## src/pw_cfg_pkg.sv

```systemverilog
package pw_cfg_pkg;

   //////////////////////////////////////////////////
   // configuration field widths
   //////////////////////////////////////////////////

   typedef logic [19:0] trig_delay_t;  // delay in fe_clk cycles
   typedef logic [16:0] trig_width_t;  // pulse high time in cycles
   typedef logic [3:0]  pulse_cnt_t;   // pulses per train
   typedef logic [23:0] cap_len_t;     // records per capture

   //////////////////////////////////////////////////
   // front end data
   //////////////////////////////////////////////////

   typedef logic [7:0]  byte_t;
   typedef logic [6:0]  pat_len_t;     // active pattern length in bytes

   // default pattern storage depth
   localparam int PATTERN_BYTES_MAX = 8;

endpackage

```

## src/pw_event_pkg.sv

```systemverilog
package pw_event_pkg;

   //////////////////////////////////////////////////
   // event record format
   //////////////////////////////////////////////////

   typedef logic [15:0] timestamp_t;   // cycles since capture start, wraps
   typedef logic [1:0]  evt_cmd_t;

   localparam evt_cmd_t EVT_DATA = 2'd0;  // payload is the received byte
   localparam evt_cmd_t EVT_STAT = 2'd1;  // payload bit 0 rx_active, bit 1 rx_error

   //////////////////////////////////////////////////
   // capture sequencing
   //////////////////////////////////////////////////

   typedef enum logic [1:0] {
      CAP_IDLE,
      CAP_ARMED,     // waiting for the pattern
      CAP_CAPTURE,   // recording events
      CAP_DONE       // limit reached, hold until re-armed
   } cap_state_t;

endpackage

```

## src/phy_rx_if.sv

```systemverilog
`timescale 1ns/1ps

interface phy_rx_if;
   import pw_cfg_pkg::*;

   byte_t rx_data;    // received byte
   logic  rx_valid;   // new byte on rx_data this cycle
   logic  rx_active;  // packet in progress
   logic  rx_error;

   // passive observers of the receive stream
   modport sink (
      input rx_data,
      input rx_valid,
      input rx_active,
      input rx_error
   );

endinterface

```

## src/pw_pattern_matcher.sv

```systemverilog
`timescale 1ns/1ps

module pw_pattern_matcher #(
   parameter int PATTERN_BYTES = pw_cfg_pkg::PATTERN_BYTES_MAX
) (
   input  logic                       fe_clk,
   input  logic                       rst_n_i,
   phy_rx_if.sink                     rx,
   input  logic [PATTERN_BYTES*8-1:0] pattern_i,      // byte 0 is the last one received
   input  logic [PATTERN_BYTES*8-1:0] mask_i,
   input  pw_cfg_pkg::pat_len_t       pattern_len_i,
   input  logic                       match_enable_i,
   output logic                       match_o
);
   import pw_cfg_pkg::*;

   localparam int       HIST_W  = PATTERN_BYTES * 8;
   localparam pat_len_t CNT_MAX = pat_len_t'(PATTERN_BYTES);

   logic [HIST_W-1:0] hist_q;     // byte 0 newest
   logic [HIST_W-1:0] hist_next;
   pat_len_t          byte_cnt_q;
   pat_len_t          byte_cnt_next;
   logic              sample;
   logic              hit;

   assign sample        = rx.rx_valid && rx.rx_active;  // bytes outside a packet never count
   assign hist_next     = HIST_W'({hist_q, rx.rx_data});
   assign byte_cnt_next = (byte_cnt_q == CNT_MAX) ? byte_cnt_q : byte_cnt_q + pat_len_t'(1);

   //////////////////////////////////////////////////
   // masked compare against the history incl. the incoming byte
   //////////////////////////////////////////////////
   always_comb begin
      hit = (pattern_len_i != '0) && (byte_cnt_next >= pattern_len_i);
      for (int i = 0; i < PATTERN_BYTES; i++) begin
         if ((i < int'(pattern_len_i)) &&
             (((hist_next[i*8 +: 8] ^ pattern_i[i*8 +: 8]) & mask_i[i*8 +: 8]) != 8'h00)) begin
            hit = 1'b0;
         end
      end
   end

   always_ff @(posedge fe_clk or negedge rst_n_i) begin
      if (!rst_n_i) begin
         byte_cnt_q <= '0;
         match_o    <= 1'b0;
      end else begin
         match_o <= match_enable_i && sample && hit;
         if (!rx.rx_active) begin
            byte_cnt_q <= '0;              // packet over, start afresh
         end else if (rx.rx_valid) begin
            byte_cnt_q <= byte_cnt_next;
         end
      end
   end

   always_ff @(posedge fe_clk) begin
      if (sample) begin
         hist_q <= hist_next;
      end
   end

endmodule

```

## src/pw_trigger_timer.sv

```systemverilog
`timescale 1ns/1ps

module pw_trigger_timer (
   input  logic                    fe_clk,
   input  logic                    rst_n_i,
   input  logic                    fire_i,
   input  pw_cfg_pkg::trig_delay_t trig_delay_i,
   input  pw_cfg_pkg::trig_width_t trig_width_i,
   input  pw_cfg_pkg::pulse_cnt_t  num_pulses_i,
   output logic                    trig_o
);
   import pw_cfg_pkg::*;

   typedef enum logic [1:0] {
      PH_IDLE,
      PH_DELAY,   // low time before each pulse
      PH_HIGH
   } phase_t;

   phase_t      phase_q;
   trig_delay_t cnt_q;          // shared delay / width down-counter
   pulse_cnt_t  pulses_left_q;  // includes the pulse in progress
   trig_delay_t delay_load;
   trig_delay_t width_load;

   // counters end at zero, so load one less than the length
   assign delay_load = trig_delay_i - trig_delay_t'(1);
   assign width_load = trig_delay_t'(trig_width_i) - trig_delay_t'(1);

   //////////////////////////////////////////////////
   // pulse train sequencing
   //////////////////////////////////////////////////
   always_ff @(posedge fe_clk or negedge rst_n_i) begin
      if (!rst_n_i) begin
         phase_q       <= PH_IDLE;
         cnt_q         <= '0;
         pulses_left_q <= '0;
      end else begin
         case (phase_q)
            PH_IDLE: begin
               if (fire_i) begin                 // fires only count when idle
                  phase_q       <= PH_DELAY;
                  cnt_q         <= delay_load;
                  pulses_left_q <= num_pulses_i;
               end
            end
            PH_DELAY: begin
               if (cnt_q == '0) begin
                  phase_q <= PH_HIGH;
                  cnt_q   <= width_load;
               end else begin
                  cnt_q <= cnt_q - trig_delay_t'(1);
               end
            end
            PH_HIGH: begin
               if (cnt_q != '0) begin
                  cnt_q <= cnt_q - trig_delay_t'(1);
               end else if (pulses_left_q <= pulse_cnt_t'(1)) begin
                  phase_q <= PH_IDLE;            // last pulse done
               end else begin
                  phase_q       <= PH_DELAY;
                  cnt_q         <= delay_load;
                  pulses_left_q <= pulses_left_q - pulse_cnt_t'(1);
               end
            end
            default: phase_q <= PH_IDLE;
         endcase
      end
   end

   assign trig_o = (phase_q == PH_HIGH);

endmodule

```

## src/pw_capture_fsm.sv

```systemverilog
`timescale 1ns/1ps

module pw_capture_fsm (
   input  logic                 fe_clk,
   input  logic                 rst_n_i,
   input  logic                 arm_i,
   input  logic                 trig_enable_i,
   input  pw_cfg_pkg::cap_len_t cap_len_i,
   input  logic                 match_i,
   input  logic                 evt_stb_i,
   output logic                 match_enable_o,
   output logic                 fire_o,
   output logic                 capture_en_o,
   output logic                 armed_o,
   output logic                 capture_done_o
);
   import pw_cfg_pkg::*;
   import pw_event_pkg::*;

   cap_state_t state_q;
   cap_state_t state_next;
   cap_len_t   evt_cnt_q;     // records seen this capture
   cap_len_t   evt_cnt_next;

   always_comb begin
      state_next   = state_q;
      evt_cnt_next = evt_cnt_q;
      if (arm_i) begin
         state_next   = CAP_ARMED;   // re-arm from anywhere
         evt_cnt_next = '0;
      end else begin
         case (state_q)
            CAP_ARMED: begin
               if (match_i) state_next = CAP_CAPTURE;
            end
            CAP_CAPTURE: begin
               if (evt_stb_i) begin
                  evt_cnt_next = evt_cnt_q + cap_len_t'(1);
                  if (evt_cnt_next >= cap_len_i) state_next = CAP_DONE;
               end
            end
            default: ;                       // idle and done wait for arm
         endcase
      end
   end

   always_ff @(posedge fe_clk or negedge rst_n_i) begin
      if (!rst_n_i) begin
         state_q   <= CAP_IDLE;
         evt_cnt_q <= '0;
      end else begin
         state_q   <= state_next;
         evt_cnt_q <= evt_cnt_next;
      end
   end

   //////////////////////////////////////////////////
   // status levels
   //////////////////////////////////////////////////
   assign match_enable_o = (state_q == CAP_ARMED);
   assign capture_en_o   = (state_q == CAP_CAPTURE);
   assign armed_o        = (state_q == CAP_ARMED) || (state_q == CAP_CAPTURE);
   assign capture_done_o = (state_q == CAP_DONE);

   // trigger starts together with the capture
   assign fire_o = match_i && trig_enable_i && !arm_i && (state_q == CAP_ARMED);

endmodule

```

## src/pw_event_stamper.sv

```systemverilog
`timescale 1ns/1ps

module pw_event_stamper (
   input  logic                     fe_clk,
   input  logic                     rst_n_i,
   phy_rx_if.sink                   rx,
   input  logic                     capture_en_i,
   output logic                     evt_valid_o,
   output pw_event_pkg::evt_cmd_t   evt_cmd_o,
   output pw_cfg_pkg::byte_t        evt_data_o,
   output pw_event_pkg::timestamp_t evt_time_o
);
   import pw_cfg_pkg::*;
   import pw_event_pkg::*;

   timestamp_t ts_q;          // 0 in the first capture cycle
   logic       active_q;
   logic       error_q;
   logic       stat_change;
   logic       evt_q;

   assign stat_change = (rx.rx_active != active_q) || (rx.rx_error != error_q);

   always_ff @(posedge fe_clk or negedge rst_n_i) begin
      if (!rst_n_i) begin
         ts_q     <= '0;
         active_q <= 1'b0;
         error_q  <= 1'b0;
         evt_q    <= 1'b0;
      end else begin
         active_q <= rx.rx_active;   // tracked outside capture as well
         error_q  <= rx.rx_error;
         ts_q     <= capture_en_i ? ts_q + timestamp_t'(1) : '0;
         evt_q    <= capture_en_i && (rx.rx_valid || stat_change);
      end
   end

   //////////////////////////////////////////////////
   // record payload, data wins over status
   //////////////////////////////////////////////////
   always_ff @(posedge fe_clk) begin
      if (rx.rx_valid) begin
         evt_cmd_o  <= EVT_DATA;
         evt_data_o <= rx.rx_data;
      end else if (stat_change) begin
         evt_cmd_o  <= EVT_STAT;
         evt_data_o <= byte_t'({rx.rx_error, rx.rx_active});
      end
      evt_time_o <= ts_q;           // stamp of the cause cycle
   end

   // a record caused in the last capture cycle is past the limit
   assign evt_valid_o = evt_q && capture_en_i;

endmodule

```

## src/pw_sniffer_top.sv

```systemverilog
`timescale 1ns/1ps

module pw_sniffer_top #(
   parameter int PATTERN_BYTES = pw_cfg_pkg::PATTERN_BYTES_MAX
) (
   input  logic                       fe_clk,
   input  logic                       rst_n_i,
   // front end receive side
   input  pw_cfg_pkg::byte_t          fe_data_i,
   input  logic                       fe_rxvalid_i,
   input  logic                       fe_rxactive_i,
   input  logic                       fe_rxerror_i,
   // control and configuration
   input  logic                       arm_i,          // one-cycle pulse
   input  logic                       trig_enable_i,
   input  logic [PATTERN_BYTES*8-1:0] pattern_i,
   input  logic [PATTERN_BYTES*8-1:0] mask_i,
   input  pw_cfg_pkg::pat_len_t       pattern_len_i,
   input  pw_cfg_pkg::trig_delay_t    trig_delay_i,
   input  pw_cfg_pkg::trig_width_t    trig_width_i,
   input  pw_cfg_pkg::pulse_cnt_t     num_pulses_i,
   input  pw_cfg_pkg::cap_len_t       cap_len_i,
   // trigger, status and event stream
   output logic                       trig_o,
   output logic                       armed_o,
   output logic                       capturing_o,
   output logic                       capture_done_o,
   output logic                       evt_valid_o,
   output pw_event_pkg::evt_cmd_t     evt_cmd_o,
   output pw_cfg_pkg::byte_t          evt_data_o,
   output pw_event_pkg::timestamp_t   evt_time_o
);

   logic match;
   logic match_enable;
   logic fire;

   phy_rx_if rx_bus ();

   assign rx_bus.rx_data   = fe_data_i;
   assign rx_bus.rx_valid  = fe_rxvalid_i;
   assign rx_bus.rx_active = fe_rxactive_i;
   assign rx_bus.rx_error  = fe_rxerror_i;

   //////////////////////////////////////////////////
   // match and trigger path
   //////////////////////////////////////////////////
   pw_pattern_matcher #(
      .PATTERN_BYTES  (PATTERN_BYTES)
   ) i_matcher (
      .fe_clk         (fe_clk),
      .rst_n_i        (rst_n_i),
      .rx             (rx_bus.sink),
      .pattern_i      (pattern_i),
      .mask_i         (mask_i),
      .pattern_len_i  (pattern_len_i),
      .match_enable_i (match_enable),
      .match_o        (match)
   );

   pw_trigger_timer i_timer (
      .fe_clk         (fe_clk),
      .rst_n_i        (rst_n_i),
      .fire_i         (fire),
      .trig_delay_i   (trig_delay_i),
      .trig_width_i   (trig_width_i),
      .num_pulses_i   (num_pulses_i),
      .trig_o         (trig_o)
   );

   //////////////////////////////////////////////////
   // capture control and event records
   //////////////////////////////////////////////////
   pw_capture_fsm i_fsm (
      .fe_clk         (fe_clk),
      .rst_n_i        (rst_n_i),
      .arm_i          (arm_i),
      .trig_enable_i  (trig_enable_i),
      .cap_len_i      (cap_len_i),
      .match_i        (match),
      .evt_stb_i      (evt_valid_o),     // every record counts toward the limit
      .match_enable_o (match_enable),
      .fire_o         (fire),
      .capture_en_o   (capturing_o),
      .armed_o        (armed_o),
      .capture_done_o (capture_done_o)
   );

   pw_event_stamper i_stamper (
      .fe_clk         (fe_clk),
      .rst_n_i        (rst_n_i),
      .rx             (rx_bus.sink),
      .capture_en_i   (capturing_o),
      .evt_valid_o    (evt_valid_o),
      .evt_cmd_o      (evt_cmd_o),
      .evt_data_o     (evt_data_o),
      .evt_time_o     (evt_time_o)
   );

endmodule

```

## config.mk

```make
export PLATFORM = sky130hd
export DESIGN_NAME = pw_sniffer_top
export DESIGN_NICKNAME = d
export VERILOG_FILES = /design/src/pw_cfg_pkg.sv /design/src/pw_event_pkg.sv /design/src/phy_rx_if.sv /design/src/pw_pattern_matcher.sv /design/src/pw_trigger_timer.sv /design/src/pw_capture_fsm.sv /design/src/pw_event_stamper.sv /design/src/pw_sniffer_top.sv
export SDC_FILE = /design/constraint.sdc
export NUM_CORES = 1
export LEC_CHECK = 0
export ABC_AREA = 1
export BUFFER_PORTS_ARGS = -buffer_cell sky130_fd_sc_hd__buf_2
export CAP_MARGIN = 10
export CORE_UTILIZATION = 60
export DETAILED_ROUTE_END_ITERATION = 12
export MAX_ROUTING_LAYER = met4
export PLACE_DENSITY_LB_ADDON = 0.08
export SLEW_MARGIN = 30
export SYNTH_ARGS = -nofsm -noshare
export SYNTH_HDL_FRONTEND = slang
export SYNTH_HIERARCHICAL = 1
export SYNTH_SLANG_ARGS = --single-unit
export TNS_END_PERCENT = 50
```

## constraint.sdc

```tcl
create_clock -name fe_clk -period 4.4 [get_ports fe_clk]
set_input_delay 0.44 -clock fe_clk [delete_from_list [all_inputs] [get_ports fe_clk]]
set_output_delay 0.44 -clock fe_clk [all_outputs]
set_load 0.02 [all_outputs]
```

==> metrics <==
width of the die=138 um; part of the power in the clock network=37.1%; post_cts resized=0; delay-heaviest family, CP=simple AND/OR/NAND/NOR gates; hold wc startpoint=fe_rxerror_i; adder-cell share of the synthesized area=5.41%; CTS Root Cell=clkbuf_16; flops & latches, synth=160; ratio of cells with drive above 1 in the final layout=18.3%; total global-route track usage=33.3%; period utilization=61.7%; final setup fails=0; min Tclk post-route=2720 ps; pwr dens=325 nW/um2; 1st-pass router iterations=6; RSZ-0062 raised after global routing=no; nets@finish=2103; I/O pin count=246; setup TNS=0 ps; post-synthesis cell count=1594; clk_lat worst skew=430 ps; top cell type by total area after synthesis=dfrtp_1; max-slew violations=0; post-synthesis compound-gate area fraction=7.45%; most common cell after layout, fill and taps aside=nand2_1; Worst-Margin Slew=920 ps; Die Span Y=138 um; Total Wirelength=30000 um; Worst Setup EP=i_fsm/state_q[0]$_DFFE_PN0P_; worst-path maximum fanout=5; # rows=49; switching power total=1.40 mW; wire per inst=14.4 um; syn nets=1857; internal power consumption=2.89 mW; post-synthesis simple-gate area fraction=36.5%; htree depth=4; global-route wire length before repair=50200 um; Initial Util=61.6%; Synth Flop Type=dfrtp_1; vias in the first global route=10700; syn avg cell area=6.97 um2; cell mode on critical path=nand2_1; slowest CP cell=dfrtp_1; R2R Path End=i_fsm/state_q[0]$_DFFE_PN0P_; pre-CTS setup slack=1720 ps; R2R Path Start=i_fsm/evt_cnt_q[0]$_DFFE_PN0P_; initial antenna violation count=5; CTS max path bufs=2; FF-to-FF setup slack=1680 ps; crit end category=flop; Finished Layout Cells=2087; worst path bufs/invs=0; Routed Antenna Nets=0; final setup margin=1680 ps; startpoint class of the critical path=flop; most frequent cells in the layout=474 x nand2_1, 243 x inv_1, 243 x buf_2; cts bufs inserted=17; CTS tree=built; largest net degree at the start of global routing=48; Area contributors post-synth=dfrtp_1 18%, edfxtp_1 17%, nand2_1 16%; crit path launch=i_fsm/evt_cnt_q[0]$_DFFE_PN0P_; xor-xnor portion of the synthesized cell area=2.84%; critical path class=reg2reg; worst hold-check path type=in2reg; met2 Usage GRT=53.5%; GRT overflow=0; I/O Buffers=244; Die Area=19100 um2; status=finished clean; Worst-path clk slew=80 ps; Synth top area share=17.8%; worst vdd ir=0.384 mV; via count=11200; Critical Path AT=3030 ps; critical path, cell by cell=ha_1, nand2_2, nor2_4, nand2_4, nor2_4, nand2_2, nor2_2, nand2_2, xor2_1, ha_1, nand2_1, nor3_1, nand2_1, nand2_1, nand2_1, nand2_1, nand2_1, nand2_1, nand2_1; CP Depth=19; Final GP Congestion=0.956; global-route met3 utilization=5.54%; M1 GR Usage=42.2%; fmax=368 MHz; worst endpoint required time=4710 ps; combinational family with the most area after synthesis=simple AND/OR/NAND/NOR gates; number of synthesized flops with an enable pin=64; Synth Cell Area=11100 um2; Vias/cell=5.37; Seq/Total Area, Yosys=38.2%; Flop pwr share=41.6%; Final Hold Viols=0; postcts setup bufs=0; Top Usage Layer GRT=met2; placed cell count=2049; Net Sw Frac=32.6%; Core Footprint=18000 um2; Post-synth ARST share=49.4%; Slowest Stage Delay on Critical Path=410 ps; Yosys cell types=49; hold-fix buffers at CTS=1; Final HPWL DP=22800 um; Synth Warn #=6; Final Skew=10.5 ps; Slew HR=38.4%; MaxCap Viol Count=0; mux share of post-synthesis cell area=0%; Sink Count=160; Static Leak=6.84 nW; FF-to-FF path depth=19; logic gate share of total power=21.3%; number of remaining DRC errors=0; drt first-iter violations=973; Synth-to-Final Area Change=18.7%
## worst min-delay path by stage
stage,end,slack [ps],cells past startpoint
4_1_cts,i_stamper/error_q$_DFF_PN0_,140,1
3_3_place_gp,i_stamper/evt_time_o[15]$_DFF_P_,390,0
2_1_floorplan,i_fsm/evt_cnt_q[0]$_DFFE_PN0P_,140,0
3_5_place_dp,i_stamper/evt_time_o[10]$_DFF_P_,390,0
5_1_grt,i_stamper/error_q$_DFF_PN0_,150,1
6_report,i_stamper/error_q$_DFF_PN0_,160,1
## worst reg2reg max path, delay by kind of cell (launching register included)
family | cells | cell delay, ps
flops | 1 | 410
fa+ha+maj | 2 | 550
simple gates | 16 | 1480
xor+xnor | 1 | 170
## state kept, by name, summed over array words and instances (netlist names), 4 cells and up
signal,count
i_timer/cnt_q,20
i_matcher/hist_q,56
i_stamper/evt_time_o,16
i_stamper/evt_data_o,8
i_stamper/ts_q,16
i_timer/pulses_left_q,4
i_fsm/evt_cnt_q,24
i_matcher/byte_cnt_q,7
## through the flow
stage          hold WS [ps]  area (um2)  power, mW  utilization, %
2_1_floorplan           144       11100       2.38               -
3_3_place_gp            386       12500       2.68            69.5
3_5_place_dp            390       12500       2.71            69.5
4_1_cts                 144       13200       4.30            73.1
5_1_grt                 146       13200       4.49            73.2
6_report                159       13200       4.28            73.2
## cells in the mapped netlist, drive strengths merged, types with 3 or more instances
| library cell | number |
|---|---|
| nand4 | 27 |
| nand3b | 9 |
| dfrtp | 79 |
| nor3 | 13 |
| inv | 253 |
| o21bai | 4 |
| buf | 12 |
| o22ai | 22 |
| nor2 | 209 |
| edfxtp | 64 |
| ha | 48 |
| a21oi | 47 |
| xnor2 | 15 |
| nand2 | 489 |
| clkbuf | 9 |
| or2 | 15 |
| and2 | 4 |
| a31oi | 3 |
| xor2 | 21 |
| dfxtp | 17 |
| o21ai | 67 |
| nand3 | 156 |
## power by group through the flow
stage | clock (mW) | combinational [mW] | sequential (mW)
after floorplan | 0 | 0.584 | 1.80
after global placement | 0 | 0.876 | 1.80
after detailed placement | 0 | 0.903 | 1.80
after CTS | 1.61 | 0.909 | 1.78
after global routing | 1.66 | 1.03 | 1.80
final | 1.59 | 0.911 | 1.78
## cells by family (layout without fill, tap and decap cells)
kind of cell | count (synthesis) | in the layout
fa+ha+maj | 48 | 48
other cells | 1 | 6
compound gates | 150 | 150
flops | 160 | 160
simple gates | 924 | 924
xor+xnor | 36 | 36
buf+inv | 275 | 534
## cell type report
| type | count | area [um2] |
|---|---|---|
| fillers | 1470 | 4830 |
| diodes | 5 | 12.5 |
| inverters | 254 | 953 |
| clock buffers | 17 | 425 |
| flip-flops and latches | 160 | 4240 |
| multi-input cells | 1159 | 5800 |
| well taps | 229 | 287 |
| clock inverters | 15 | 218 |
| repair buffers | 248 | 1260 |
## routing by layer
layer,up-vias,part of all wire [%]
met2,442,47
met1,5125,43
met3,63,7.0
met5,-,0
li1,5585,-
met4,0,3.1
(Power assumes the default switching activity.)
